--- config.mk ---
export PLATFORM = sky130hd
export DESIGN_NAME = snd_dac_flat
export DESIGN_NICKNAME = d
export VERILOG_FILES = /design/src/common/snd_audio_pkg.sv /design/src/common/snd_map_pkg.sv /design/src/common/snd_cpu_if.sv /design/src/hw/snd_dac.sv /design/src/flat_wrapper.sv
export SDC_FILE = /design/constraint.sdc
export NUM_CORES = 1
export LEC_CHECK = 0
export ABC_CLOCK_PERIOD_IN_PS = 4800
export BUFFER_PORTS_ARGS = -buffer_cell sky130_fd_sc_hd__buf_4
export CORE_MARGIN = 10
export CORE_UTILIZATION = 59
export CTS_BUF_LIST = sky130_fd_sc_hd__clkbuf_8
export DETAILED_ROUTE_END_ITERATION = 16
export PLACE_DENSITY_LB_ADDON = 0.08
export SLEW_MARGIN = 20
export SYNTH_ARGS = -nofsm -noshare
export SYNTH_HDL_FRONTEND = slang
export SYNTH_SLANG_ARGS = --single-unit
--- constraint.sdc ---
create_clock -name clk -period 4.8 [get_ports clk]
set_input_delay 0.72 -clock clk [delete_from_list [all_inputs] [get_ports clk]]
set_output_delay 0.72 -clock clk [all_outputs]
set_load 0.01 [all_outputs]
--- src/common/snd_audio_pkg.sv ---
/*
  Audio path types: DAC code, sample and filter arithmetic,
  plus the filter shift table indexed by the capacitor enables
*/
`default_nettype none

package snd_audio_pkg;

    typedef logic        [ 7:0] dac_code_t;
    typedef logic signed [15:0] sample_t;
    typedef logic signed [16:0] filt_t;     // One extra bit for x - y

    localparam dac_code_t DAC_MID = 8'h80;  // Zero output

    // Shift with no capacitor switched in
    localparam int unsigned FILT_BASE_SHIFT = 1;

    // Each capacitor adds one to the shift, slower response
    localparam int unsigned FILT_SHIFT [8] = '{
        FILT_BASE_SHIFT,     FILT_BASE_SHIFT + 1, FILT_BASE_SHIFT + 1, FILT_BASE_SHIFT + 2,
        FILT_BASE_SHIFT + 1, FILT_BASE_SHIFT + 2, FILT_BASE_SHIFT + 2, FILT_BASE_SHIFT + 3
    };

endpackage

`default_nettype wire

--- src/common/snd_map_pkg.sv ---
/*
  Sound CPU memory map: page and IO codes, bus types,
  cycle counter width and control register fields
*/
`default_nettype none

package snd_map_pkg;

    // Sound CPU bus
    typedef logic [15:0] snd_addr_t;
    typedef logic [ 7:0] snd_byte_t;

    // 8 kB pages, value of A15..A13
    localparam logic [2:0] PAGE_ROM0  = 3'd0;   // 0000
    localparam logic [2:0] PAGE_ROM1  = 3'd1;   // 2000
    localparam logic [2:0] PAGE_RAM   = 3'd2;   // 4000
    localparam logic [2:0] PAGE_LATCH = 3'd3;   // 6000
    localparam logic [2:0] PAGE_CNT   = 3'd4;   // 8000
    localparam logic [2:0] PAGE_VOICE = 3'd5;   // A000, speech data
    localparam logic [2:0] PAGE_CTRL  = 3'd6;   // C000
    localparam logic [2:0] PAGE_IO    = 3'd7;   // E000

    // IO page, value of A2..A0
    localparam logic [2:0] IO_RDAC    = 3'd0;   // Resistor DAC
    localparam logic [2:0] IO_PSGDATA = 3'd1;   // PSG data latch
    localparam logic [2:0] IO_PSG     = 3'd2;   // PSG write strobe

    // Program ROM window spans two pages
    localparam int ROM_AW = 14;

    // Free running cycle counter
    localparam int CNTW = 11;
    typedef logic [CNTW-1:0] cnt_t;

    // Capacitor enables, top field of the control write
    typedef logic [2:0] cap_t;

    // Speech control bits {rst, st, sel}, only rst set after reset
    localparam logic [2:0] SPCH_CTRL_RST = 3'b100;
    localparam logic       SPCH_BUSY     = 1'b1;   // No speech chip, always busy

    localparam snd_byte_t FLOAT_BYTE = 8'hff;      // Open bus

endpackage

`default_nettype wire

--- src/common/snd_cpu_if.sv ---
/*
  Sound CPU write bus shared by the decoder and the peripherals
*/
`timescale 1ns/100ps
`default_nettype none

interface snd_cpu_if;
    import snd_map_pkg::*;

    snd_addr_t addr;
    snd_byte_t wdata;
    logic      mreq_n;     // Memory request, active low
    logic      wr_n;       // Write strobe, active low

    // Decoder sees the whole bus
    modport map(
        input addr,
        input wdata,
        input mreq_n,
        input wr_n
    );

    // Peripherals get their select from the decoder instead of mreq_n
    modport periph(
        input addr,
        input wdata,
        input wr_n
    );

endinterface

`default_nettype wire

--- src/hw/snd_dac.sv ---
/*
  Resistor DAC register at E000, switched capacitor low pass,
  sample strobe and full scale flag
*/
`timescale 1ns/100ps
`default_nettype none

module snd_dac(
    input  wire                     rst,
    input  wire                     clk,
    input  wire                     snd_cen,
    input  wire                     rdac_cs,
    input  wire  snd_map_pkg::cap_t cap_en,
    snd_cpu_if.periph               cpu,
    output snd_audio_pkg::sample_t  snd,
    output logic                    sample,
    output logic                    peak
);
    import snd_audio_pkg::*;

    dac_code_t code;
    sample_t   x;           // Code recentred, scaled to full 16 bits
    filt_t     diff, step, acc_nxt;
    logic      upd;         // Filter moved on the last edge

    always_ff @(posedge clk or posedge rst) begin
        if (rst)
            code <= DAC_MID;
        else if (rdac_cs && !cpu.wr_n)
            code <= cpu.wdata;
    end

    // Flip of the top bit turns offset binary into two's complement
    assign x = {code ^ DAC_MID, 8'h00};

    always_comb begin
        diff    = x - snd;                  // 17 bits, no overflow
        step    = diff >>> FILT_SHIFT[cap_en];
        acc_nxt = snd + step;               // Stays between snd and x
    end

    always_ff @(posedge clk or posedge rst) begin
        if (rst) begin
            snd    <= '0;
            upd    <= 1'b0;
            sample <= 1'b0;
        end else begin
            if (snd_cen)
                snd <= sample_t'(acc_nxt);
            upd    <= snd_cen;
            sample <= upd;      // One edge after the update
        end
    end

    assign peak = (code == 8'h00) || (code == 8'hff);   // Rails

    // Needs snd_cen to be a true enable, never two in a row
    a_sample_pulse: assert property (@(posedge clk) disable iff (rst)
        sample |=> !sample);

endmodule

`default_nettype wire

--- src/flat_wrapper.sv ---
// flat-port wrapper written by rule: the top's interface ports become plain ports
module snd_dac_flat import snd_audio_pkg::*;
  (rst, clk, snd_cen, rdac_cs, cap_en, snd, sample, peak, cpu_addr, cpu_wdata, cpu_wr_n);
  snd_cpu_if cpu_i ();
  input  wire rst;
  input  wire clk;
  input  wire snd_cen;
  input  wire rdac_cs;
  input  wire  snd_map_pkg::cap_t cap_en;
  output snd_audio_pkg::sample_t snd;
  output logic sample;
  output logic peak;
  input wire logic [$bits(cpu_i.addr)-1:0] cpu_addr;
  input wire logic [$bits(cpu_i.wdata)-1:0] cpu_wdata;
  input wire logic [$bits(cpu_i.wr_n)-1:0] cpu_wr_n;
  assign cpu_i.addr = cpu_addr;
  assign cpu_i.wdata = cpu_wdata;
  assign cpu_i.wr_n = cpu_wr_n;
  snd_dac u_core (.rst(rst), .clk(clk), .snd_cen(snd_cen), .rdac_cs(rdac_cs), .cap_en(cap_en), .cpu(cpu_i), .snd(snd), .sample(sample), .peak(peak));
endmodule
======== Word level (Yosys, flattened, before mapping) ========
Memory sizes are Yosys's and may differ from the RTL's.
Cells that the tools add are included.
Widths: inputs -> output; s select.
cells by class
  shift-type cells ........................ 1
  multiplexer cells ....................... 2
  equality and inequality tests ........... 1
  add/sub/neg operators ................... 2
  $lt $le $gt $ge ......................... 1
  reduce and logical (&&, ||, !) cells .... 4
  bitwise operators ....................... 2
operators by type and width
  operator            count
  $mux 32             2
  $sshr 17x32->16     1
  $sub 16x16->17      1
  $add 16x16->16      1
  $eq 8x8->1 const B  1
  $logic_not 8->1     1
  $ge 4x4->1 const B  1
  $not 3->4           1
  $logic_and 1x1->1   1
  $logic_not 1->1     1
  $logic_or 1x1->1    1
  $not 1->1           1
storage, ports and cells
  ROM bits ................................ 256
  register bits ........................... 26
  memories ................................ 1
  word-level logic and storage cells ...... 18
  output and inout bits ................... 18
  input port bits ......................... 32
memory list
  memory           words  bits a word  rd ports  clocked after Yosys merged registers in  wr ports  RTL line       source
  (no name shown)  8      32           1         0                                        0         snd_dac.sv:38  step = diff >>> FILT_SHIFT[cap_en];

======== Longest topological paths before layout ========
Gate-level depths: netlist of the first run.
  word-level depth ........................ 6
  depth in mapped cells ................... 19
  gate-level depth less buffers ........... 17

======== Least setup slack after synthesis of the first run ========
Ideal clock, no wire load.
  path type ............................... input to register
  start point ............................. in cap_en[0]
  end point ............................... reg u_core.snd[14]
  stages on the path ...................... 18
  data required time ...................... 4.670 ns
  library setup time ...................... 0.130 ns
  data arrival time ....................... 4.421 ns
  path buffers ............................ 2
  slack ................................... 0.250 ns
  cells stage by stage .................... inv_1 ha_1 clkbuf_2 xnor2_1 clkbuf_1 a21oi_1 a311o_1 a21oi_1 a222oi_1 ha_1 fa_1 a21o_1 a21oi_1 o21bai_1 a221o_1 a221oi_1 a21o_1 nand3_1
between the ends
  longest elaborated chain between the ends .. 6
RTL lines
  item                                         RTL line           source
  from (decl)                                  flat_wrapper.sv:9  input wire snd_map_pkg::cap_t cap_en;
  $not 3->4 (not written as such)              snd_dac.sv:38
  $mem_v2 8x32                                 --
  $mux 32 (not written as such) (2 in series)  snd_dac.sv:38
  $sshr 17x32->16                              snd_dac.sv:38
  $add 16x16->16                               snd_dac.sv:39      acc_nxt = snd + step;
  to (signal assigned)                         snd_dac.sv:49      snd <= sample_t'(acc_nxt);
  to (decl)                                    snd_dac.sv:15      output snd_audio_pkg::sample_t snd,
No other way between the ends. The select of a mux whose other input is x is not followed.
A chain may end at the register's enable or synchronous reset.

======== Final worst setup path of the first run ========
  start point ............................. reg u_core.snd[9]
  end point ............................... reg u_core.snd[15]
between the ends
  longest elaborated chain between the ends .. 3
RTL lines
  item                RTL line       source
  $sub 16x16->17      snd_dac.sv:37  diff = x - snd;
  $sshr 17x32->16     snd_dac.sv:38
  $add 16x16->16 (*)  snd_dac.sv:39
Mark *: on every way between the ends. The rest lies on a longest branch, timed or not.

==> results of run 1 <==
## worst max-delay path, cell delays in order (launching register included)
cell and delay [ns]:
dfrtp_1 0.42, inv_1 0.06, ha_1 0.34, a21o_1 0.24
a2111oi_4 0.49, a211o_1 0.30, nor2b_4 0.19, xnor2_2 0.13
a21oi_1 0.14, a222oi_1 0.41, ha_1 0.28, nand3_1 0.14
or2b_2 0.35, o211ai_1 0.36, a2111oi_2 0.14, a2111oi_1 0.37
nand4_1 0.12
## repair_timing
| item | CTS | global route |
|---|---|---|
| buffers inserted | 0 | 0 |
| gates resized for setup | 0 | 3 |
| endpoints found under the setup margin | 0 | 3 |
## area by class of cell
type	instances	area share, %
multi-input combinational	289	65.0
sequential	26	18.7
timing repair buffer	43	9.38
tap	70	2.52
inverter	22	2.37
clock buffer	3	1.19
clock inverter	1	0.863
## how the worst max path moves through the flow
stage	start	endpoint	slack, ns	depth (start not counted)
global route	u_core.snd[9]	u_core.snd[15]	-0.13	16
global placement	cap_en[0]	u_core.snd[14]	0.03	17
finish	u_core.snd[9]	u_core.snd[15]	0.16	16
floorplan	cap_en[0]	u_core.snd[14]	0.25	18
CTS	cap_en[0]	u_core.snd[14]	0.20	17
detailed placement	cap_en[0]	u_core.snd[14]	-0.09	17
## layout by cell type (no fill, tap or decap), drive strengths merged, types with 3 or more instances in the layout
master	instances
inv	21
o21a	3
nand2b	4
xor2	8
and2	5
o21ai	18
a21oi	27
nand2	23
a2111oi	5
o211ai	6
a211oi	6
clkbuf	3
mux2i	8
a211o	3
nor2b	3
nor4	5
xnor2	14
a21o	8
a221oi	5
buf	43
nand4	5
nand3	9
a222oi	4
nor3	8
o22ai	3
dfrtp	25
ha	28
mux2	13
nor2	29
## per-stage QoR
step	util (%)	worst slack [ns]	instance area [µm²]	TNS, ns
2_1_floorplan	-	0.250	3100	0
3_3_place_gp	66.4	0.0255	3390	0
3_5_place_dp	66.4	-0.0870	3390	-0.0870
4_1_cts	67.8	0.203	3460	0
5_1_grt	68.2	-0.134	3480	-0.134
6_report	68.2	0.165	3480	0
## cells by family after synthesis
logic type | after synthesis | share of synthesized area (%)
buf+inv | 40 | 6.70
xor+xnor | 22 | 6.46
mux | 21 | 7.30
simple gates | 102 | 18.1
fa+ha+maj | 29 | 11.9
flops | 26 | 21.0
compound gates | 115 | 28.5
## state kept, by name, summed over array words and instances (netlist names)
register,flops
u_core.code,8
u_core.sample,1
u_core.snd,16
u_core.upd,1
## routing by layer
metal	routed length, µm	track usage, %	vias to the layer above	part of all wire (%)
li1	-	-	1398	-
met1	3590	25.4	1321	49
met2	3340	27.9	81	45
met3	395	3.07	7	5.4
met4	47	3.73	0	0.64
met5	0	0	-	0
==> impl_results.md, run 1 <==
- Mapped Cells: 355
- Yosys top cell by area: dfrtp_1
- Fin. Hold Viols: 0
- RSZ-0062 raised after global routing: true
- Initial antenna violation count: 0
- CTS max path bufs: 2
- Area grow syn2layout: 12.3%
- Cells on worst reg2reg path: 16
- Die Height: just over 90 µm
- Cells after DPL: 450
- R2R Setup Slk: 0.16 ns
- # hold bufs at CTS: 0
- Cell Area, Synth: between 0.003 and 0.004 mm²
- Latest clock arrival within the worst-skew pair: 0.28 ns
- Total CTS buffers: 3
- Status: complete, no violations
- Crit path kind: flip-flop to flip-flop
- H-tree depth: 1
- Core Region: 0.00511 mm²
- Slew Limit Fails: 0
- Hold_ws: 0.364 ns
- GR Util All Layers: 17.9%
- WL/cell: 16.2 µm
- Worst R2R Start: u_core.snd[9]
- Synth top area cells: dfrtp_1 20%, ha_1 11%, mux2_2 4.7%
- Hold path startpoint: u_core.upd
- Synth Register Bits: 26
- Number of synthesized flops with an enable pin: 0
- Worst Tran Pin Value: 0.958 ns
- Ys Warns: 0
- Boundary Pins: 50
- Largest net degree at the start of global routing: 28
- Tcrit/Tclk final: 96.6%
- Reg area: 652 µm²
- Worst EP arrival: 4.79 ns
- Synth async-reset ratio: 100%
- Clock Sinks: 26
- Sequential fraction of the synthesis area: 21.0%
- R2r endpoint: u_core.snd[15]
- Worst setup EP type: flip-flop
- Iteration-0 DRC Markers: 226
- Minimum clock period: 4.64 ns
- Layout Nets: 446
- Gpl congestion: 0.886
- Final setup violating endpoints: 0
- Filler instances: around 440
- Unique masters post-synth: 73
- DRC: 0
- Avg Inst Size Synth: 8.73 µm²
- Peak Freq: 0.216 GHz
- Synthesized net count: 416
- Port Buffers: 33
- Fin Clk Skew: 0.0101 ns
- Share of cells above drive strength 1: between 20 and 25%
- Hold EP: u_core.sample
- Gr ovfl total: 0
- Worst Setup Start Kind: flip-flop
- Area of the multi-input gates: 0.00226 mm²
- Routed Antenna Nets: 0
- Worst-path clk slew: between 0.1 and 0.15 ns
- Die Area: 0.00855 mm²
- Via-per-instance ratio: between 6 and 7
- Row count: 26
- Slew Limit Headroom: 35.7%
- DP HPWL: 5780 µm
- Vias in the first global route: 2737
- Final std cells w/o fill: between 400 and 500
- Main flop type after synthesis: dfrtp_1
- Initial Util: about three fifths
- WP data required: 4.96 ns
- CTS tree: done
- Via count: 2807
- Post-synth top cells: 28 x ha_1, 27 x a21oi_1, 27 x nor2_1, 25 x dfrtp_1, 23 x nand2_1
- First-pass GRT wire length: around 13000 µm
- Clock root buffer: clkbuf_8
- Routed WL: 7380 µm
- DR pass1 iterations: 5
- Worst hold path depth: 0
- Ant diodes: 0
- Crit Path Max Fanout: 4
- Hold WC Path Type: flip-flop to flip-flop
- Die Wd: 92.5 µm
- Most instantiated library cell after synthesis: ha_1
- Max_cap viols: 0
- Post-synth top area share: about 20%
Power of run 1 is not shown: default switching activity piles up to over one toggle a cycle in this logic, so the estimate is an artifact.
==> inputs of run 2 (changes only) <==
--- a/config.mk
+++ b/config.mk
@@ -8,7 +8,7 @@
 export ABC_CLOCK_PERIOD_IN_PS = 4800
 export BUFFER_PORTS_ARGS = -buffer_cell sky130_fd_sc_hd__buf_4
 export CORE_MARGIN = 10
-export CORE_UTILIZATION = 59
+export CORE_UTILIZATION = 47
 export CTS_BUF_LIST = sky130_fd_sc_hd__clkbuf_8
 export DETAILED_ROUTE_END_ITERATION = 16
 export PLACE_DENSITY_LB_ADDON = 0.08
==> run 2 against run 1 <==
Net effect: die area increased by 20%; critical endpoint unchanged; non-clock buffer count increased by 18; clock skew decreased by 0.0022 ns; design area increased by 4.1%; critical path type unchanged.
==> impl_results.md, run 2 (synthesis results as in run 1) <==
- Commonest non-fill, non-tap cell in the layout: buf_4
- Layout Nets: 464
- DR pass1 iterations: 4
- Crit Path Max Fanout: 5
- Tcrit/Tclk final: 95.6%
- R2R Setup Slk: approximately 0.21 ns
- Max reg flops: 16
- Boundary Pins: 50
- Hold_ws: between 0.3 and 0.4 ns
- Top Registers: u_core.snd x16, u_core.code x8
- Gr ovfl total: 0
- Max_cap viols: 0
- Cell Chain, Critical Path: inv_1 > ha_1 > a21o_1 > a2111oi_4 > buf_4 > a21o_1 > xnor2_1 > mux2i_1 > a21oi_1 > ha_1 > a21o_1 > a21oi_1 > a2bb2oi_1 > o211a_1 > nor3_1 > a2111oi_1 > nand4_1
- Cell mode on critical path: a21o_1
- Final worst slack: 0.213 ns
- Share of cells above drive strength 1: 25.6%
- Final setup violating endpoints: 0
- Core Region: 0.00639 mm²
- Peak Freq: 0.218 GHz
- WL/cell: 16.9 µm
- Initial Util: 48.6%
- DRC: 0
- Routed Antenna Nets: 0
- Area grow syn2layout: 16.9%
- Slew Limit Fails: 0
- Biggest register: u_core.snd
- Worst hold path depth: 0
- Crit-path leading delay family: compound AO/OA/AOI/OAI gates
- DP HPWL: between 6000 and 7000 µm
- Post-place setup slack: 0.0999 ns
- Cells on worst reg2reg path: 17
- Worst-path clk slew: 0.11 ns
- Worst setup EP type: flip-flop
- Worst Tran Pin Value: 0.726 ns
- Die Wd: 101 µm
- Via count: 2849
- Fin. Hold Viols: 0
- Row count: 29
- Delay of the slowest critical-path stage: 0.43 ns
- Hold path startpoint: u_core.upd
- Fin Clk Skew: 0.00789 ns
- Crit path kind: flip-flop to flip-flop
- First-pass GRT wire length: 13100 µm
- Total CTS buffers: 3
- Largest net degree at the start of global routing: 28
- R2r endpoint: u_core.snd[15]
- Die Height: 101 µm
- CTS tree: done
- Clock root buffer: clkbuf_8
- GR Util All Layers: 15.4%
- Gpl congestion: ~0.84
- Routed WL: roughly 8100 µm
- Initial antenna violation count: 0
- Iteration-0 DRC Markers: 166
- Die Area: 0.0102 mm²
- Status: complete, no violations
- Ant diodes: 0
- Latest clock arrival within the worst-skew pair: approximately 0.28 ns
- Port Buffers: 33
- Worst EP arrival: 4.74 ns
- Vias in the first global route: 2670
- Via-per-instance ratio: 5.95
- Highest-count cells in the layout ignoring fill and taps: 61 x buf_4, 28 x ha_1, 27 x nor2_1, 27 x a21oi_1, 25 x dfrtp_1
- CP Buf/Inv Count: 2
- # hold bufs at CTS: 0
- CTS max path bufs: 2
- Worst R2R Start: u_core.snd[9]
- Minimum clock period: 4.59 ns
- Clock Sinks: 26
- Slew Limit Headroom: between 50 and 60%
- H-tree depth: 1
- Fin Setup TNS: 0 ns
- Worst Setup Start Kind: flip-flop
- Max stage delay cell, worst path: a2111oi_1
- Hold WC Path Type: flip-flop to flip-flop
- Hold EP: u_core.sample
- WP data required: just under 5 ns
## run 2: worst max-delay path by stage
stage	start	to	slack (ns)	cells after the start
5_1_grt	u_core.snd[9]	u_core.snd[15]	-0.005	17
2_1_floorplan	cap_en[0]	u_core.snd[14]	0.25	18
3_5_place_dp	cap_en[0]	u_core.snd[15]	0.1	18
4_1_cts	u_core.snd[9]	u_core.snd[15]	0.15	16
6_report	u_core.snd[9]	u_core.snd[15]	0.21	17
3_3_place_gp	cap_en[0]	u_core.snd[15]	0.13	18
## run 2: what timing repair did
| action | CTS | global route |
|---|---|---|
| setup endpoints to repair | 0 | 1 |
| buffers inserted | 0 | 10 |
| resized for setup | 0 | 4 |
## run 2: cell type report
| type | instances | area [µm²] |
|---|---|---|
| Inverter | 22 | 82.6 |
| Tap cell | 77 | 96.3 |
| Sequential cell | 26 | 652 |
| Clock buffer | 3 | 41.3 |
| Timing Repair Buffer | 61 | 458 |
| Clock inverter | 1 | 30.0 |
| Fill cell | 594 | 2760 |
| Multi-Input combinational cell | 289 | 2260 |
## run 2: routing by layer
metal | track usage (%) | routed length [µm] | vias up
li1 | - | - | 1425
met4 | 3.75 | 40 | 0
met1 | 21.8 | 3960 | 1363
met5 | 0 | 0 | -
met3 | 2.79 | 455 | 2
met2 | 23.6 | 3650 | 59
## run 2: through the flow
step                      cell area [µm²]  std cells  utilization, %
after floorplan                      3100        355               -
after global placement               3460        465            54.2
after detailed placement             3460        465            54.2
after CTS                            3530        469            55.3
after global routing                 3620        479            56.8
final                                3620        479            56.8
Power of run 2 is left out for the same reason.
