<file path="src/common/snd_map_pkg.sv">
/*
  Sound CPU memory map: page and IO codes, bus types,
  cycle counter width and control register fields
*/
`default_nettype none

package snd_map_pkg;

    // Sound CPU bus
    typedef logic [15:0] snd_addr_t;
    typedef logic [ 7:0] snd_byte_t;

    // 8 kB pages, value of A15..A13
    localparam logic [2:0] PAGE_ROM0  = 3'd0;   // 0000
    localparam logic [2:0] PAGE_ROM1  = 3'd1;   // 2000
    localparam logic [2:0] PAGE_RAM   = 3'd2;   // 4000
    localparam logic [2:0] PAGE_LATCH = 3'd3;   // 6000
    localparam logic [2:0] PAGE_CNT   = 3'd4;   // 8000
    localparam logic [2:0] PAGE_VOICE = 3'd5;   // A000, speech data
    localparam logic [2:0] PAGE_CTRL  = 3'd6;   // C000
    localparam logic [2:0] PAGE_IO    = 3'd7;   // E000

    // IO page, value of A2..A0
    localparam logic [2:0] IO_RDAC    = 3'd0;   // Resistor DAC
    localparam logic [2:0] IO_PSGDATA = 3'd1;   // PSG data latch
    localparam logic [2:0] IO_PSG     = 3'd2;   // PSG write strobe

    // Program ROM window spans two pages
    localparam int ROM_AW = 14;

    // Free running cycle counter
    localparam int CNTW = 11;
    typedef logic [CNTW-1:0] cnt_t;

    // Capacitor enables, top field of the control write
    typedef logic [2:0] cap_t;

    // Speech control bits {rst, st, sel}, only rst set after reset
    localparam logic [2:0] SPCH_CTRL_RST = 3'b100;
    localparam logic       SPCH_BUSY     = 1'b1;   // No speech chip, always busy

    localparam snd_byte_t FLOAT_BYTE = 8'hff;      // Open bus

endpackage

`default_nettype wire

</file>
<file path="src/common/snd_cpu_if.sv">
/*
  Sound CPU write bus shared by the decoder and the peripherals
*/
`timescale 1ns/100ps
`default_nettype none

interface snd_cpu_if;
    import snd_map_pkg::*;

    snd_addr_t addr;
    snd_byte_t wdata;
    logic      mreq_n;     // Memory request, active low
    logic      wr_n;       // Write strobe, active low

    // Decoder sees the whole bus
    modport map(
        input addr,
        input wdata,
        input mreq_n,
        input wr_n
    );

    // Peripherals get their select from the decoder instead of mreq_n
    modport periph(
        input addr,
        input wdata,
        input wr_n
    );

endinterface

`default_nettype wire

</file>
<file path="src/hw/snd_latch.sv">
/*
  Byte latch from the main CPU and sound interrupt flag
*/
`timescale 1ns/100ps
`default_nettype none

module snd_latch(
    input  wire                           rst,
    input  wire                           clk,
    input  wire  snd_map_pkg::snd_byte_t  main_dout,
    input  wire                           m2s_data,
    input  wire                           m2s_irq,
    input  wire                           latch_cs,
    snd_cpu_if.periph                     cpu,
    output snd_map_pkg::snd_byte_t        latch,
    output logic                          snd_irq
);

    logic irq_ack;

    // Any sound CPU read of the latch page acknowledges
    assign irq_ack = latch_cs && cpu.wr_n;

    always_ff @(posedge clk) begin
        if (m2s_data)
            latch <= main_dout;     // Main CPU write strobe
    end

    always_ff @(posedge clk or posedge rst) begin
        if (rst) begin
            snd_irq <= 1'b0;
        end else begin
            if (m2s_irq)
                snd_irq <= 1'b1;    // Set wins over ack
            else if (irq_ack)
                snd_irq <= 1'b0;
        end
    end

    a_irq_source: assert property (@(posedge clk) disable iff (rst)
        $rose(snd_irq) |-> $past(m2s_irq));

endmodule

`default_nettype wire

</file>
<file path="src/flat_wrapper.sv">
// flat-port wrapper written by rule: the top's interface ports become plain ports
module snd_latch_flat 
  (rst, clk, main_dout, m2s_data, m2s_irq, latch_cs, latch, snd_irq, cpu_addr, cpu_wdata, cpu_wr_n);
  snd_cpu_if cpu_i ();
  input  wire rst;
  input  wire clk;
  input  wire  snd_map_pkg::snd_byte_t main_dout;
  input  wire m2s_data;
  input  wire m2s_irq;
  input  wire latch_cs;
  output snd_map_pkg::snd_byte_t latch;
  output logic snd_irq;
  input wire logic [$bits(cpu_i.addr)-1:0] cpu_addr;
  input wire logic [$bits(cpu_i.wdata)-1:0] cpu_wdata;
  input wire logic [$bits(cpu_i.wr_n)-1:0] cpu_wr_n;
  assign cpu_i.addr = cpu_addr;
  assign cpu_i.wdata = cpu_wdata;
  assign cpu_i.wr_n = cpu_wr_n;
  snd_latch u_core (.rst(rst), .clk(clk), .main_dout(main_dout), .m2s_data(m2s_data), .m2s_irq(m2s_irq), .latch_cs(latch_cs), .cpu(cpu_i), .latch(latch), .snd_irq(snd_irq));
endmodule
</file>
<file path="config.mk">
export PLATFORM = sky130hd
export DESIGN_NAME = snd_latch_flat
export DESIGN_NICKNAME = d
export VERILOG_FILES = /design/src/common/snd_map_pkg.sv /design/src/common/snd_cpu_if.sv /design/src/hw/snd_latch.sv /design/src/flat_wrapper.sv
export SDC_FILE = /design/constraint.sdc
export NUM_CORES = 1
export LEC_CHECK = 0
export BUFFER_PORTS_ARGS = -buffer_cell sky130_fd_sc_hd__buf_2
export CORE_AREA = 2 2 39 41
export CTS_BUF_LIST = sky130_fd_sc_hd__clkbuf_2
export CTS_CLUSTER_SIZE = 14
export DETAILED_ROUTE_END_ITERATION = 10
export DIE_AREA = 0 0 41 43
export PLACE_DENSITY = 0.67
export SLEW_MARGIN = 20
export SYNTH_ARGS = -nofsm -noshare
export SYNTH_HDL_FRONTEND = slang
export SYNTH_SLANG_ARGS = --single-unit
</file>
<file path="constraint.sdc">
create_clock -name clk -period 0.8 [get_ports clk]
set_input_delay 0.12 -clock clk [delete_from_list [all_inputs] [get_ports clk]]
set_output_delay 0.12 -clock clk [all_outputs]
set_load 0.01 [all_outputs]
</file>
== Yosys cells after proc, flatten, opt, wreduce, memory -nomap -nowiden ==
Index checks and enable logic that the tools add are counted.

* Reduce and logical (&&, ||, !) cells: 2
* Muxes and demuxes: 2

{| class="wikitable"
|+ Operators by type and width
! operator !! count
|-
| 1-bit two-way mux || 2
|-
| 2-bit nonzero test || 1
|-
| 1-bit logical AND || 1
|}

* Logic and storage cells: 6
* Output and inout bits: 9
* Bits in registers: 9
* Input port bits: 38

== Depth between registers and ports, before layout ==
Gate-level depths: netlist of run 1.

* Depth after elaboration: 3
* Mapped depth: 2
* Gate-level depth less buffers: 2

== Least setup slack after synthesis of run 1 ==
OpenSTA, ideal clock, no wires.

* Path type: register to register
* Start: reg, netlist name u_core.snd_irq
* End: reg u_core.snd_irq
* Clock period less this slack: 0.663 ns
* Cell stages (with the launch flop): 2
* Path slack: 0.137 ns
* Data required time: 0.682 ns
* Path buffers: 0
* Arrival time: 0.545 ns
* Cells stage by stage: dfrtp_1 a21o_1

{| class="wikitable"
|+ RTL lines
! what !! RTL line !! RTL
|-
| end signal, assigned || snd_latch.sv:31 || <nowiki>snd_irq <= 1'b0;</nowiki>
|-
| end signal, assigned || snd_latch.sv:34 || <nowiki>snd_irq <= 1'b1;</nowiki>
|-
| end signal, assigned || snd_latch.sv:36 || <nowiki>snd_irq <= 1'b0;</nowiki>
|-
| end, declared || snd_latch.sv:16 || <nowiki>output logic snd_irq</nowiki>
|}

== Final worst setup path of run 1 ==
* Start: reg u_core.latch[4]
* End: out latch[4]

{| class="wikitable"
|+ RTL lines
! what !! RTL line !! RTL
|-
| start, declared || snd_latch.sv:15 || <nowiki>output snd_map_pkg::snd_byte_t latch,</nowiki>
|-
| start signal, assigned || snd_latch.sv:26 || <nowiki>latch <= main_dout;</nowiki>
|-
| end, declared || flat_wrapper.sv:11 || <nowiki>output snd_map_pkg::snd_byte_t latch;</nowiki>
|}

No word-level cell between the ends.

==> results of run 1 <==
-- power by group --
group / leakage (nW) / switching [mW] / total [mW] / internal, mW
Clock: 0.0164 / 0.171 / 0.285 / 0.113
Sequential: 0.0883 / 0.00940 / 0.560 / 0.551
Combinational: 0.101 / 0.0501 / 0.101 / 0.0510
Total: 0.206 / 0.231 / 0.946 / 0.715
-- metrics by stage --
step | setup WS (ns) | TNS (ns) | cells | hold slack (ns) | power [mW]
final | -0.124 | -0.843 | 55 | 0.0305 | 0.946
after detailed placement | 0.173 | 0 | 50 | -0.0414 | 0.670
after CTS | -0.130 | -0.946 | 55 | 0.0224 | 0.953
after floorplan | 0.137 | 0 | 12 | -0.151 | 0.597
after global routing | -0.175 | -1.27 | 55 | 0.00433 | 0.990
after global placement | 0.174 | 0 | 50 | -0.0453 | 0.669
-- layout by cell type (no fill, tap or decap) --
cell type | netlist | routed
a21o_1 | 1 | 1
buf_2 | 0 | 22
clkbuf_2 | 0 | 3
clkinv_2 | 0 | 1
dfrtp_1 | 1 | 1
dlygate4sd3_1 | 0 | 1
edfxtp_1 | 8 | 8
inv_1 | 1 | 1
nand2_1 | 1 | 1
-- flip-flops by register name, indices dropped and copies added (netlist names) --
signal	flops
u_core.latch	8
u_core.snd_irq	1
-- worst max-delay path by stage --
stage | startpoint | to | depth (start not counted)
floorplan | u_core.snd_irq | u_core.snd_irq | 1
global placement | u_core.latch[3] | latch[3] | 1
detailed placement | u_core.latch[4] | latch[4] | 1
CTS | u_core.latch[2] | latch[2] | 1
global route | u_core.latch[2] | latch[2] | 1
finish | u_core.latch[4] | latch[4] | 1
-- metal layers --
metal,GRT usage [%],part of all wire (%),vias to the layer above
met5,0,0,-
met4,4.00,1.3,0
met3,6.81,22,2
met2,8.44,31,25
met1,10.9,45,77
li1,-,-,98
-- cell families after synthesis --
| kind of cell | share of synthesized area [%] |
|---|---|
| buffers and inverters | 1.34 |
| AOI/OAI and AO/OA | 2.68 |
| and+or+nand+nor | 1.34 |
| DFF | 94.6 |
-- what timing repair did --
action                                  4_1_cts  5_1_grt
pin swaps                                     0        0
hold endpoints to repair                      1        0
endpoints found under the setup margin        9        9
resized for setup                             0        0
hold buffers                                  1        0
-- area by class of cell --
class,instances,area (µm²),area share [%]
Clock inverter,1,5.00,1.14
Tap cell,16,20.0,4.55
Sequential cell,9,265,60.2
Timing Repair Buffer,23,120,27.3
Multi-Input combinational cell,2,11.3,2.56
Inverter,1,3.75,0.852
Clock buffer,3,15.0,3.41
==> qor.yml, run 1 <==
cp_max_fo: 1
hold_viol: 0
tritoncts: "built"
syn_avg_cell_area_um2: 23.4
status: "complete, but fails checks"
worst_slew_pin_slew_ns: 0.172
drc: 0
grt_setup_unrepaired: "yes"
yosysMostFrequentCell: "edfxtp_1"
final.min_clock_period_ns: 0.924
design.core.area_um2: 1380
yosysWarnings: 0
setup_violations: 9
worst-r2r-setup-slack_ns: 0.17
crit_buf_inv: 1
ff2ff_path_depth: 1
port_buffers: 22
num_rows: 14
reg2reg_to: "u_core.snd_irq"
clk_pin_slew_ns: 0.11
gp_congestion: 0.698
cts_buffer_depth: 2
clkLatencyLatePin_ns: 0.24
required_ns: 0.68
pwr_density_cell_nw_per_um2: 2150
slowest_stage: "edfxtp_1"
ant_nets: 0
vias: 202
critical_path_arrival_ns: 0.80
cp-start-kind: "register"
drt_iter0_markers: 1
netlist_top_cells_count: "8 x edfxtp_1, 1 x a21o_1, 1 x dfrtp_1, 1 x inv_1, 1 x nand2_1"
hold_start: "main_dout[4]"
max_freq_mhz: 1080
drt-total-wl_um: 616
ios: 47
cts_sinks: 9
synth_edf_count: 8
post-route-util_pct: 31.8
avgViaCountPerCell: 3.67
synth_area_leader_cell: "edfxtp_1"
htree_levels: 1
synth-async-reset-ratio_pct: 11.1
root_buffer: "clkbuf_2"
slew_viol_final: 0
first_pass_iters: 2
cts_buffers: 3
overflow: 0
irDropWorstVdd_mv: 1.21
nFillCells: 143
endpoint_kind: "primary output"
crit_chain: "buf_2"
whs_path_depth: 1
dpl_cell_area_um2: 410
fin_crit_sh_pct: 116
ys_types: 5
synth_top_area_share_pct: 85.7
fin_area_um2: 440
grt_pass1_wl_um: 828
start_util_pct: 20.3
synth_area_um2: 280
ys_seq_area_share_pct: 94.6
drive_gt1_share_pct: 66.7
ys_top_cells_by_area: "edfxtp_1 86%, dfrtp_1 8.9%, a21o_1 2.7%"
syn_inst: 12
worstHoldPathType: "in -> reg"
ys_ff_latch: 9
syn_to_final_growth_pct: 57.1
cts_setup_buffers: 0
grt_pass1_vias: 193
nets: 78
fin_worst_skew_ns: 0
r2r-start: "u_core.snd_irq"
syn_nets: 50
wl_per_cell_um: 11.2
grt_max_degree: 9
yosys_most_used_dff: "edfxtp_1"
leakagePower_nw: 0.206
slew_headroom_pct: 88.5
antenna_found_initial: 0
grt_usage_pct: 7.97
failed_checks: "negative setup slack"
holdPathEnd: "u_core.latch[4]"
setup_ws_ns: -0.124
fp.dieH_um: 43
die_w_um: 41
die_area_um2: 1760
crit_type: "reg -> out"
cap_viol_max_count: 0
diodes: 0
path_delay_family: "flip-flops"
critPathMaxStageDelay_ns: 0.40
(Power assumes the default switching activity.)
==> run 2: changes to the inputs <==
--- a/config.mk
+++ b/config.mk
@@ -6,13 +6,15 @@
 export NUM_CORES = 1
 export LEC_CHECK = 0
 export BUFFER_PORTS_ARGS = -buffer_cell sky130_fd_sc_hd__buf_2
-export CORE_AREA = 2 2 39 41
+export CORE_AREA = 5 5 42 44
 export CTS_BUF_LIST = sky130_fd_sc_hd__clkbuf_2
 export CTS_CLUSTER_SIZE = 14
 export DETAILED_ROUTE_END_ITERATION = 10
-export DIE_AREA = 0 0 41 43
+export DIE_AREA = 0 0 47 49
 export PLACE_DENSITY = 0.67
+export SKIP_LAST_GASP = 1
 export SLEW_MARGIN = 20
 export SYNTH_ARGS = -nofsm -noshare
 export SYNTH_HDL_FRONTEND = slang
 export SYNTH_SLANG_ARGS = --single-unit
+export TNS_END_PERCENT = 10
==> run 2 against run 1 <==
Effect of this change: the flow still finishes with violations (negative setup slack); hold slack improved by 0.025 ns; setup slack better by 0.027 ns; cell count unchanged; cell area is the same; clock-buffer cell count is 1 higher; maximum frequency up 3.0%; sequential share of layout area is the same; sequential cell count is the same; die area rose by 31%; first-iteration DRC count increased to 6.0 times the previous value; critical path depth unchanged; critical endpoint is now latch[1].
==> qor.yml, run 2 (synthesis results as in run 1) <==
p_clk_share_pct: 29.6  # was 30.1%
root_buffer: "clkbuf_2"  # unchanged
seqPwrFrac_pct: 59.5  # was 59.2%
grt_setup_unrepaired: "yes"  # unchanged
reg2reg_to: "u_core.snd_irq"  # unchanged
die_area_um2: 2300  # was 1760 µm²
hold_start: "main_dout[5]"  # was main_dout[4]
final_cell_mix: "22 x buf_2, 8 x edfxtp_1, 4 x clkbuf_2"  # was 22 x buf_2, 8 x edfxtp_1, 3 x clkbuf_2
slew_viol_final: 0  # unchanged
grt_max_degree: 9  # unchanged
cp_max_fo: 1  # unchanged
worstHoldPathType: "in -> reg"  # unchanged
setup_ws_ns: -0.0974  # was -0.124 ns
fin_crit_sh_pct: 112  # was 116%
diodes: 0  # unchanged
worst-r2r-setup-slack_ns: 0.16  # was 0.17 ns
grt_pass1_vias: 218  # was 193
p_sw_share_pct: 22.0  # was 24.4%
num_rows: 14  # unchanged
slew_headroom_pct: 88.3  # was 88.5%
antenna_found_initial: 0  # unchanged
setup_violations: 9  # unchanged
drt-total-wl_um: 656  # was 616 µm
cts_buffers: 3  # unchanged
design.core.area_um2: 1400  # was 1380 µm²
overflow: 0  # unchanged
syn_to_final_growth_pct: 57.1  # unchanged
largest_register_ffs: 8  # unchanged
drive_gt1_share_pct: 66.7  # unchanged
crit_buf_inv: 1  # unchanged
path_delay_family: "flip-flops"  # unchanged
start_util_pct: 20.0  # was 20.3%
fin_worst_skew_ns: 0  # unchanged
nets: 78  # unchanged
ant_nets: 0  # unchanged
intPower_mw: 0.735  # was 0.715 mW
leakagePower_nw: 0.206  # about the same
top_register: "u_core.latch"  # unchanged
ios: 47  # unchanged
power_frac_comb_pct: 10.9  # was 10.7%
tritoncts: "built"  # unchanged
critical_path_arrival_ns: 0.78  # was 0.80 ns
place_inst: 50  # unchanged
final.min_clock_period_ns: 0.897  # was 0.924 ns
required_ns: 0.68  # about the same
crit_type: "reg -> out"  # unchanged
fp.dieH_um: 49  # was 43 µm
holdPathEnd: "u_core.latch[5]"  # was u_core.latch[4]
cts_sinks: 9  # unchanged
gp_congestion: 0.712  # was 0.698
endpoint_kind: "primary output"  # unchanged
top_regs: "u_core.latch: 8 flops, u_core.snd_irq: 1 flops"  # unchanged
clk_pin_slew_ns: 0.09  # was 0.11 ns
drc: 0  # unchanged
max_freq_mhz: 1110  # was 1080 MHz
cts_buffer_depth: 2  # unchanged
switchingPower_mw: 0.207  # was 0.231 mW
crit_chain: "buf_2"  # unchanged
critPathMaxStageDelay_ns: 0.39  # was 0.40 ns
grt_usage_pct: 6.98  # was 7.97%
worst_slew_pin_slew_ns: 0.175  # was 0.172 ns
post-route-util_pct: 31.4  # was 31.8%
grt_pass1_wl_um: 972  # was 828 µm
cp-start-kind: "register"  # unchanged
stdcell_count: 55  # unchanged
cts_setup_buffers: 0  # unchanged
ff2ff_path_depth: 1  # unchanged
whs_path_depth: 1  # unchanged
first_pass_iters: 2  # unchanged
wl_per_cell_um: 11.9  # was 11.2 µm
drt_iter0_markers: 6  # was 1
r2r-start: "u_core.snd_irq"  # unchanged
hold_viol: 0  # unchanged
cts_resized: 0  # unchanged
htree_levels: 1  # unchanged
status: "complete, but fails checks"  # unchanged
cp-startpoint: "u_core.latch[1]"  # was u_core.latch[4]
failed_checks: "negative setup slack"  # unchanged
irDropWorstVdd_mv: 0.708  # was 1.21 mV
cap_viol_max_count: 0  # unchanged
vias: 197  # was 202
die_w_um: 47  # was 41 µm
avgViaCountPerCell: 3.58  # was 3.67
pwr_density_cell_nw_per_um2: 2140  # was 2150 nW/µm²
slowest_stage: "edfxtp_1"  # unchanged
port_buffers: 22  # unchanged
clkLatencyLatePin_ns: 0.24  # about the same
final_common_cell: "buf_2"  # unchanged
run 2: metrics by stage:
| step | cell area, µm² | hold WS [ns] | power (mW) | setup TNS [ns] | worst slack, ns |
|---|---|---|---|---|---|
| 2_1_floorplan | 280 | -0.151 | 0.597 | 0 | 0.137 |
| 3_3_place_gp | 410 | -0.0438 | 0.670 | 0 | 0.177 |
| 3_5_place_dp | 410 | -0.0443 | 0.673 | 0 | 0.166 |
| 4_1_cts | 440 | 0.0360 | 0.962 | -0.886 | -0.125 |
| 5_1_grt | 440 | 0.0146 | 1.01 | -1.30 | -0.182 |
| 6_report | 440 | 0.0557 | 0.942 | -0.641 | -0.0974 |
run 2: final cells by class:
type                       count  area (µm²)
fill                         155         961
sequential                     9         265
timing repair buffer          23         120
clock buffer                   4        20.0
tap                           16        20.0
multi-input combinational      2        11.3
inverter                       1        3.75
run 2: routing by layer:
metal / up-vias / track usage [%] / share of wire [%]
met3: 0 / 5.54 / 18
met4: 0 / 5.53 / 0
met2: 22 / 5.88 / 29
met1: 78 / 10.3 / 53
met5: - / 0 / 0
li1: 97 / - / -
run 2: timing repair:
item,CTS,global route
endpoints found under the hold margin,1,0
endpoints found under the setup margin,9,9
hold buffers,1,0
run 2: worst max path at each step:
stage / end / cells after the start / slack (ns)
6_report: latch[1] / 1 / -0.1
4_1_cts: latch[1] / 1 / -0.12
2_1_floorplan: u_core.snd_irq / 1 / 0.14
3_3_place_gp: latch[6] / 1 / 0.18
3_5_place_dp: latch[1] / 1 / 0.17
5_1_grt: latch[1] / 1 / -0.18
run 2: power by group through the flow:
stage / Combinational (mW) / Sequential (mW) / Clock [mW]
finish: 0.103 / 0.560 / 0.279
CTS: 0.105 / 0.561 / 0.296
global placement: 0.0995 / 0.571 / 0
global route: 0.112 / 0.565 / 0.332
detailed placement: 0.101 / 0.572 / 0
floorplan: 0.00480 / 0.592 / 0
==> run 3: changes to the inputs <==
--- a/config.mk
+++ b/config.mk
@@ -8,12 +8,12 @@
 export BUFFER_PORTS_ARGS = -buffer_cell sky130_fd_sc_hd__buf_2
 export CORE_AREA = 5 5 42 44
 export CTS_BUF_LIST = sky130_fd_sc_hd__clkbuf_2
+export CTS_CLUSTER_DIAMETER = 40
 export CTS_CLUSTER_SIZE = 14
 export DETAILED_ROUTE_END_ITERATION = 10
 export DIE_AREA = 0 0 47 49
 export PLACE_DENSITY = 0.67
 export SKIP_LAST_GASP = 1
-export SLEW_MARGIN = 20
 export SYNTH_ARGS = -nofsm -noshare
 export SYNTH_HDL_FRONTEND = slang
 export SYNTH_SLANG_ARGS = --single-unit
==> constraint.sdc (replaced) <==
create_clock -name clk -period 0.8 [get_ports clk]
set_input_delay 0.12 -clock clk [delete_from_list [all_inputs] [get_ports clk]]
set_output_delay 0.12 -clock clk [all_outputs]
set_load 0.1 [all_outputs]
==> run 3 against run 2 <==
Effect of this change: the flow still finishes with violations (negative setup slack); register-to-register slack got worse by 0.05 ns; via count increased by 1.5%; clock-buffer cell count unchanged; clock power about the same; sequential cell count unchanged; hold slack improved by 0.00052 ns; first-iteration DRC count decreased by 100%; critical path type unchanged; largest power group unchanged.
==> qor.yml, run 3 (synthesis results as in run 1) <==
max_freq_mhz: 1020  # was 1110 MHz
htree_levels: 1  # unchanged
first_pass_iters: 1  # was 2
clkLatencyLatePin_ns: 0.23  # was 0.24 ns
tritoncts: "built"  # unchanged
status: "complete, but fails checks"  # unchanged
grt_max_degree: 9  # unchanged
cts_buffers: 3  # unchanged
crit_type: "reg -> out"  # unchanged
final_cell_mix: "13 x buf_2, 9 x buf_12, 8 x edfxtp_1"  # was 22 x buf_2, 8 x edfxtp_1, 4 x clkbuf_2
clk_pin_slew_ns: 0.08  # was 0.09 ns
grt_pass1_wl_um: 917  # was 972 µm
worst_slew_pin_slew_ns: 0.174  # was 0.175 ns
antenna_found_initial: 0  # unchanged
irDropWorstVdd_mv: 0.873  # was 0.708 mV
pwr_density_cell_nw_per_um2: 2280  # was 2140 nW/µm²
ant_nets: 0  # unchanged
hold_viol: 0  # unchanged
drt-total-wl_um: 631  # was 656 µm
port_buffers: 22  # unchanged
crit_chain: "buf_12"  # was buf_2
path_delay_family: "flip-flops"  # unchanged
start_util_pct: 20.0  # unchanged
top_regs: "u_core.latch: 8 flops, u_core.snd_irq: 1 flops"  # unchanged
largest_register_ffs: 8  # unchanged
cp-start-kind: "register"  # unchanged
diodes: 0  # unchanged
cap_viol_max_count: 0  # unchanged
top_register: "u_core.latch"  # unchanged
drc: 0  # unchanged
cts_setup_buffers: 0  # unchanged
dp_slack_ns: 0.0758  # was 0.166 ns
endpoint_kind: "primary output"  # unchanged
die_area_um2: 2300  # unchanged
final_common_cell: "buf_2"  # unchanged
fin_crit_sh_pct: 123  # was 112%
ios: 47  # unchanged
setup_ws_ns: -0.184  # was -0.0974 ns
post-route-util_pct: 41.2  # was 31.4%
grt_usage_pct: 6.13  # was 6.98%
critical_path_arrival_ns: 0.86  # was 0.78 ns
syn_to_final_growth_pct: 106  # was 57.1%
cts_buffer_depth: 2  # unchanged
slowest_stage: "edfxtp_1"  # unchanged
grt_pass1_vias: 230  # was 218
root_buffer: "clkbuf_2"  # unchanged
failed_checks: "negative setup slack"  # unchanged
crit_buf_inv: 1  # unchanged
nets: 78  # unchanged
required_ns: 0.68  # about the same
fp.dieH_um: 49  # unchanged
critPathMaxStageDelay_ns: 0.44  # was 0.39 ns
wl_per_cell_um: 11.5  # was 11.9 µm
drive_gt1_share_pct: 69.2  # was 66.7%
cp_max_fo: 1  # unchanged
avgViaCountPerCell: 3.64  # was 3.58
die_w_um: 47  # unchanged
design.core.area_um2: 1400  # unchanged
vias: 200  # was 197
grt_setup_unrepaired: "yes"  # unchanged
cts_resized: 0  # unchanged
slew_viol_final: 0  # unchanged
overflow: 0  # unchanged
drt_iter0_markers: 0  # was 6
worstHoldPathType: "in -> reg"  # unchanged
gp_congestion: 0.664  # was 0.712
setup_violations: 9  # unchanged
slew_headroom_pct: 88.4  # was 88.3%
cts_sinks: 9  # unchanged
fin_worst_skew_ns: 0  # unchanged
final.min_clock_period_ns: 0.984  # was 0.897 ns
leakagePower_nw: 0.256  # was 0.206 nW
num_rows: 14  # unchanged
[run 3: cell counts in the layout (fill, tap and decap cells not counted)]
Identical to the previous run, type by type.
[run 3: worst paths after layout]
check	start	endpoint	slack, ns	depth (start not counted)
max	u_core.latch[2]	latch[2]	-0.18	1
min	main_dout[6]	u_core.latch[6]	0.06	1
max reg2reg	u_core.snd_irq	u_core.snd_irq	0.11	1
min reg2reg	u_core.snd_irq	u_core.snd_irq	0.53	1
max in group asynchronous	rst	u_core.snd_irq	0.45	3
min in group asynchronous	rst	u_core.snd_irq	0.25	3
[run 3: report_power, final]
group | switching [mW] | total [mW] | leakage (nW) | internal (mW)
Clock | 0.145 | 0.278 | 0.0166 | 0.133
Sequential | 0.0310 | 0.585 | 0.0877 | 0.554
Combinational | 0.291 | 0.450 | 0.152 | 0.159
[run 3: layer usage]
metal	track usage, %	vias to the layer above	share of wire (%)
met1	7.53	81	44
met3	5.17	0	22
li1	-	97	-
met2	6.11	22	35
met5	0	-	0
met4	5.53	0	0
[run 3: what timing repair did]
| item | 4_1_cts | 5_1_grt |
|---|---|---|
| endpoints found under the setup margin | 9 | 9 |
| hold endpoints to repair | 1 | 0 |
| hold buffers | 1 | 0 |
[run 3: metrics by stage]
stage	hold slack [ns]	std cells	power [mW]	setup TNS [ns]	cell area, µm²
after floorplan	-0.151	12	0.840	-1.92	282
after global placement	-0.0446	50	1.04	0	547
after detailed placement	-0.0408	50	1.05	0	547
after CTS	0.0406	55	1.33	-1.71	577
after global routing	0.0261	55	1.36	-1.90	577
final	0.0563	55	1.31	-1.51	577
[run 3: layout make-up]
type                    count  area, µm²
inverters                   1       3.75
multi-input cells           2       11.3
repair buffers             23        255
flip-flops and latches      9        267
well taps                  16       20.0
clock buffers               4       20.0
fillers                   134        825
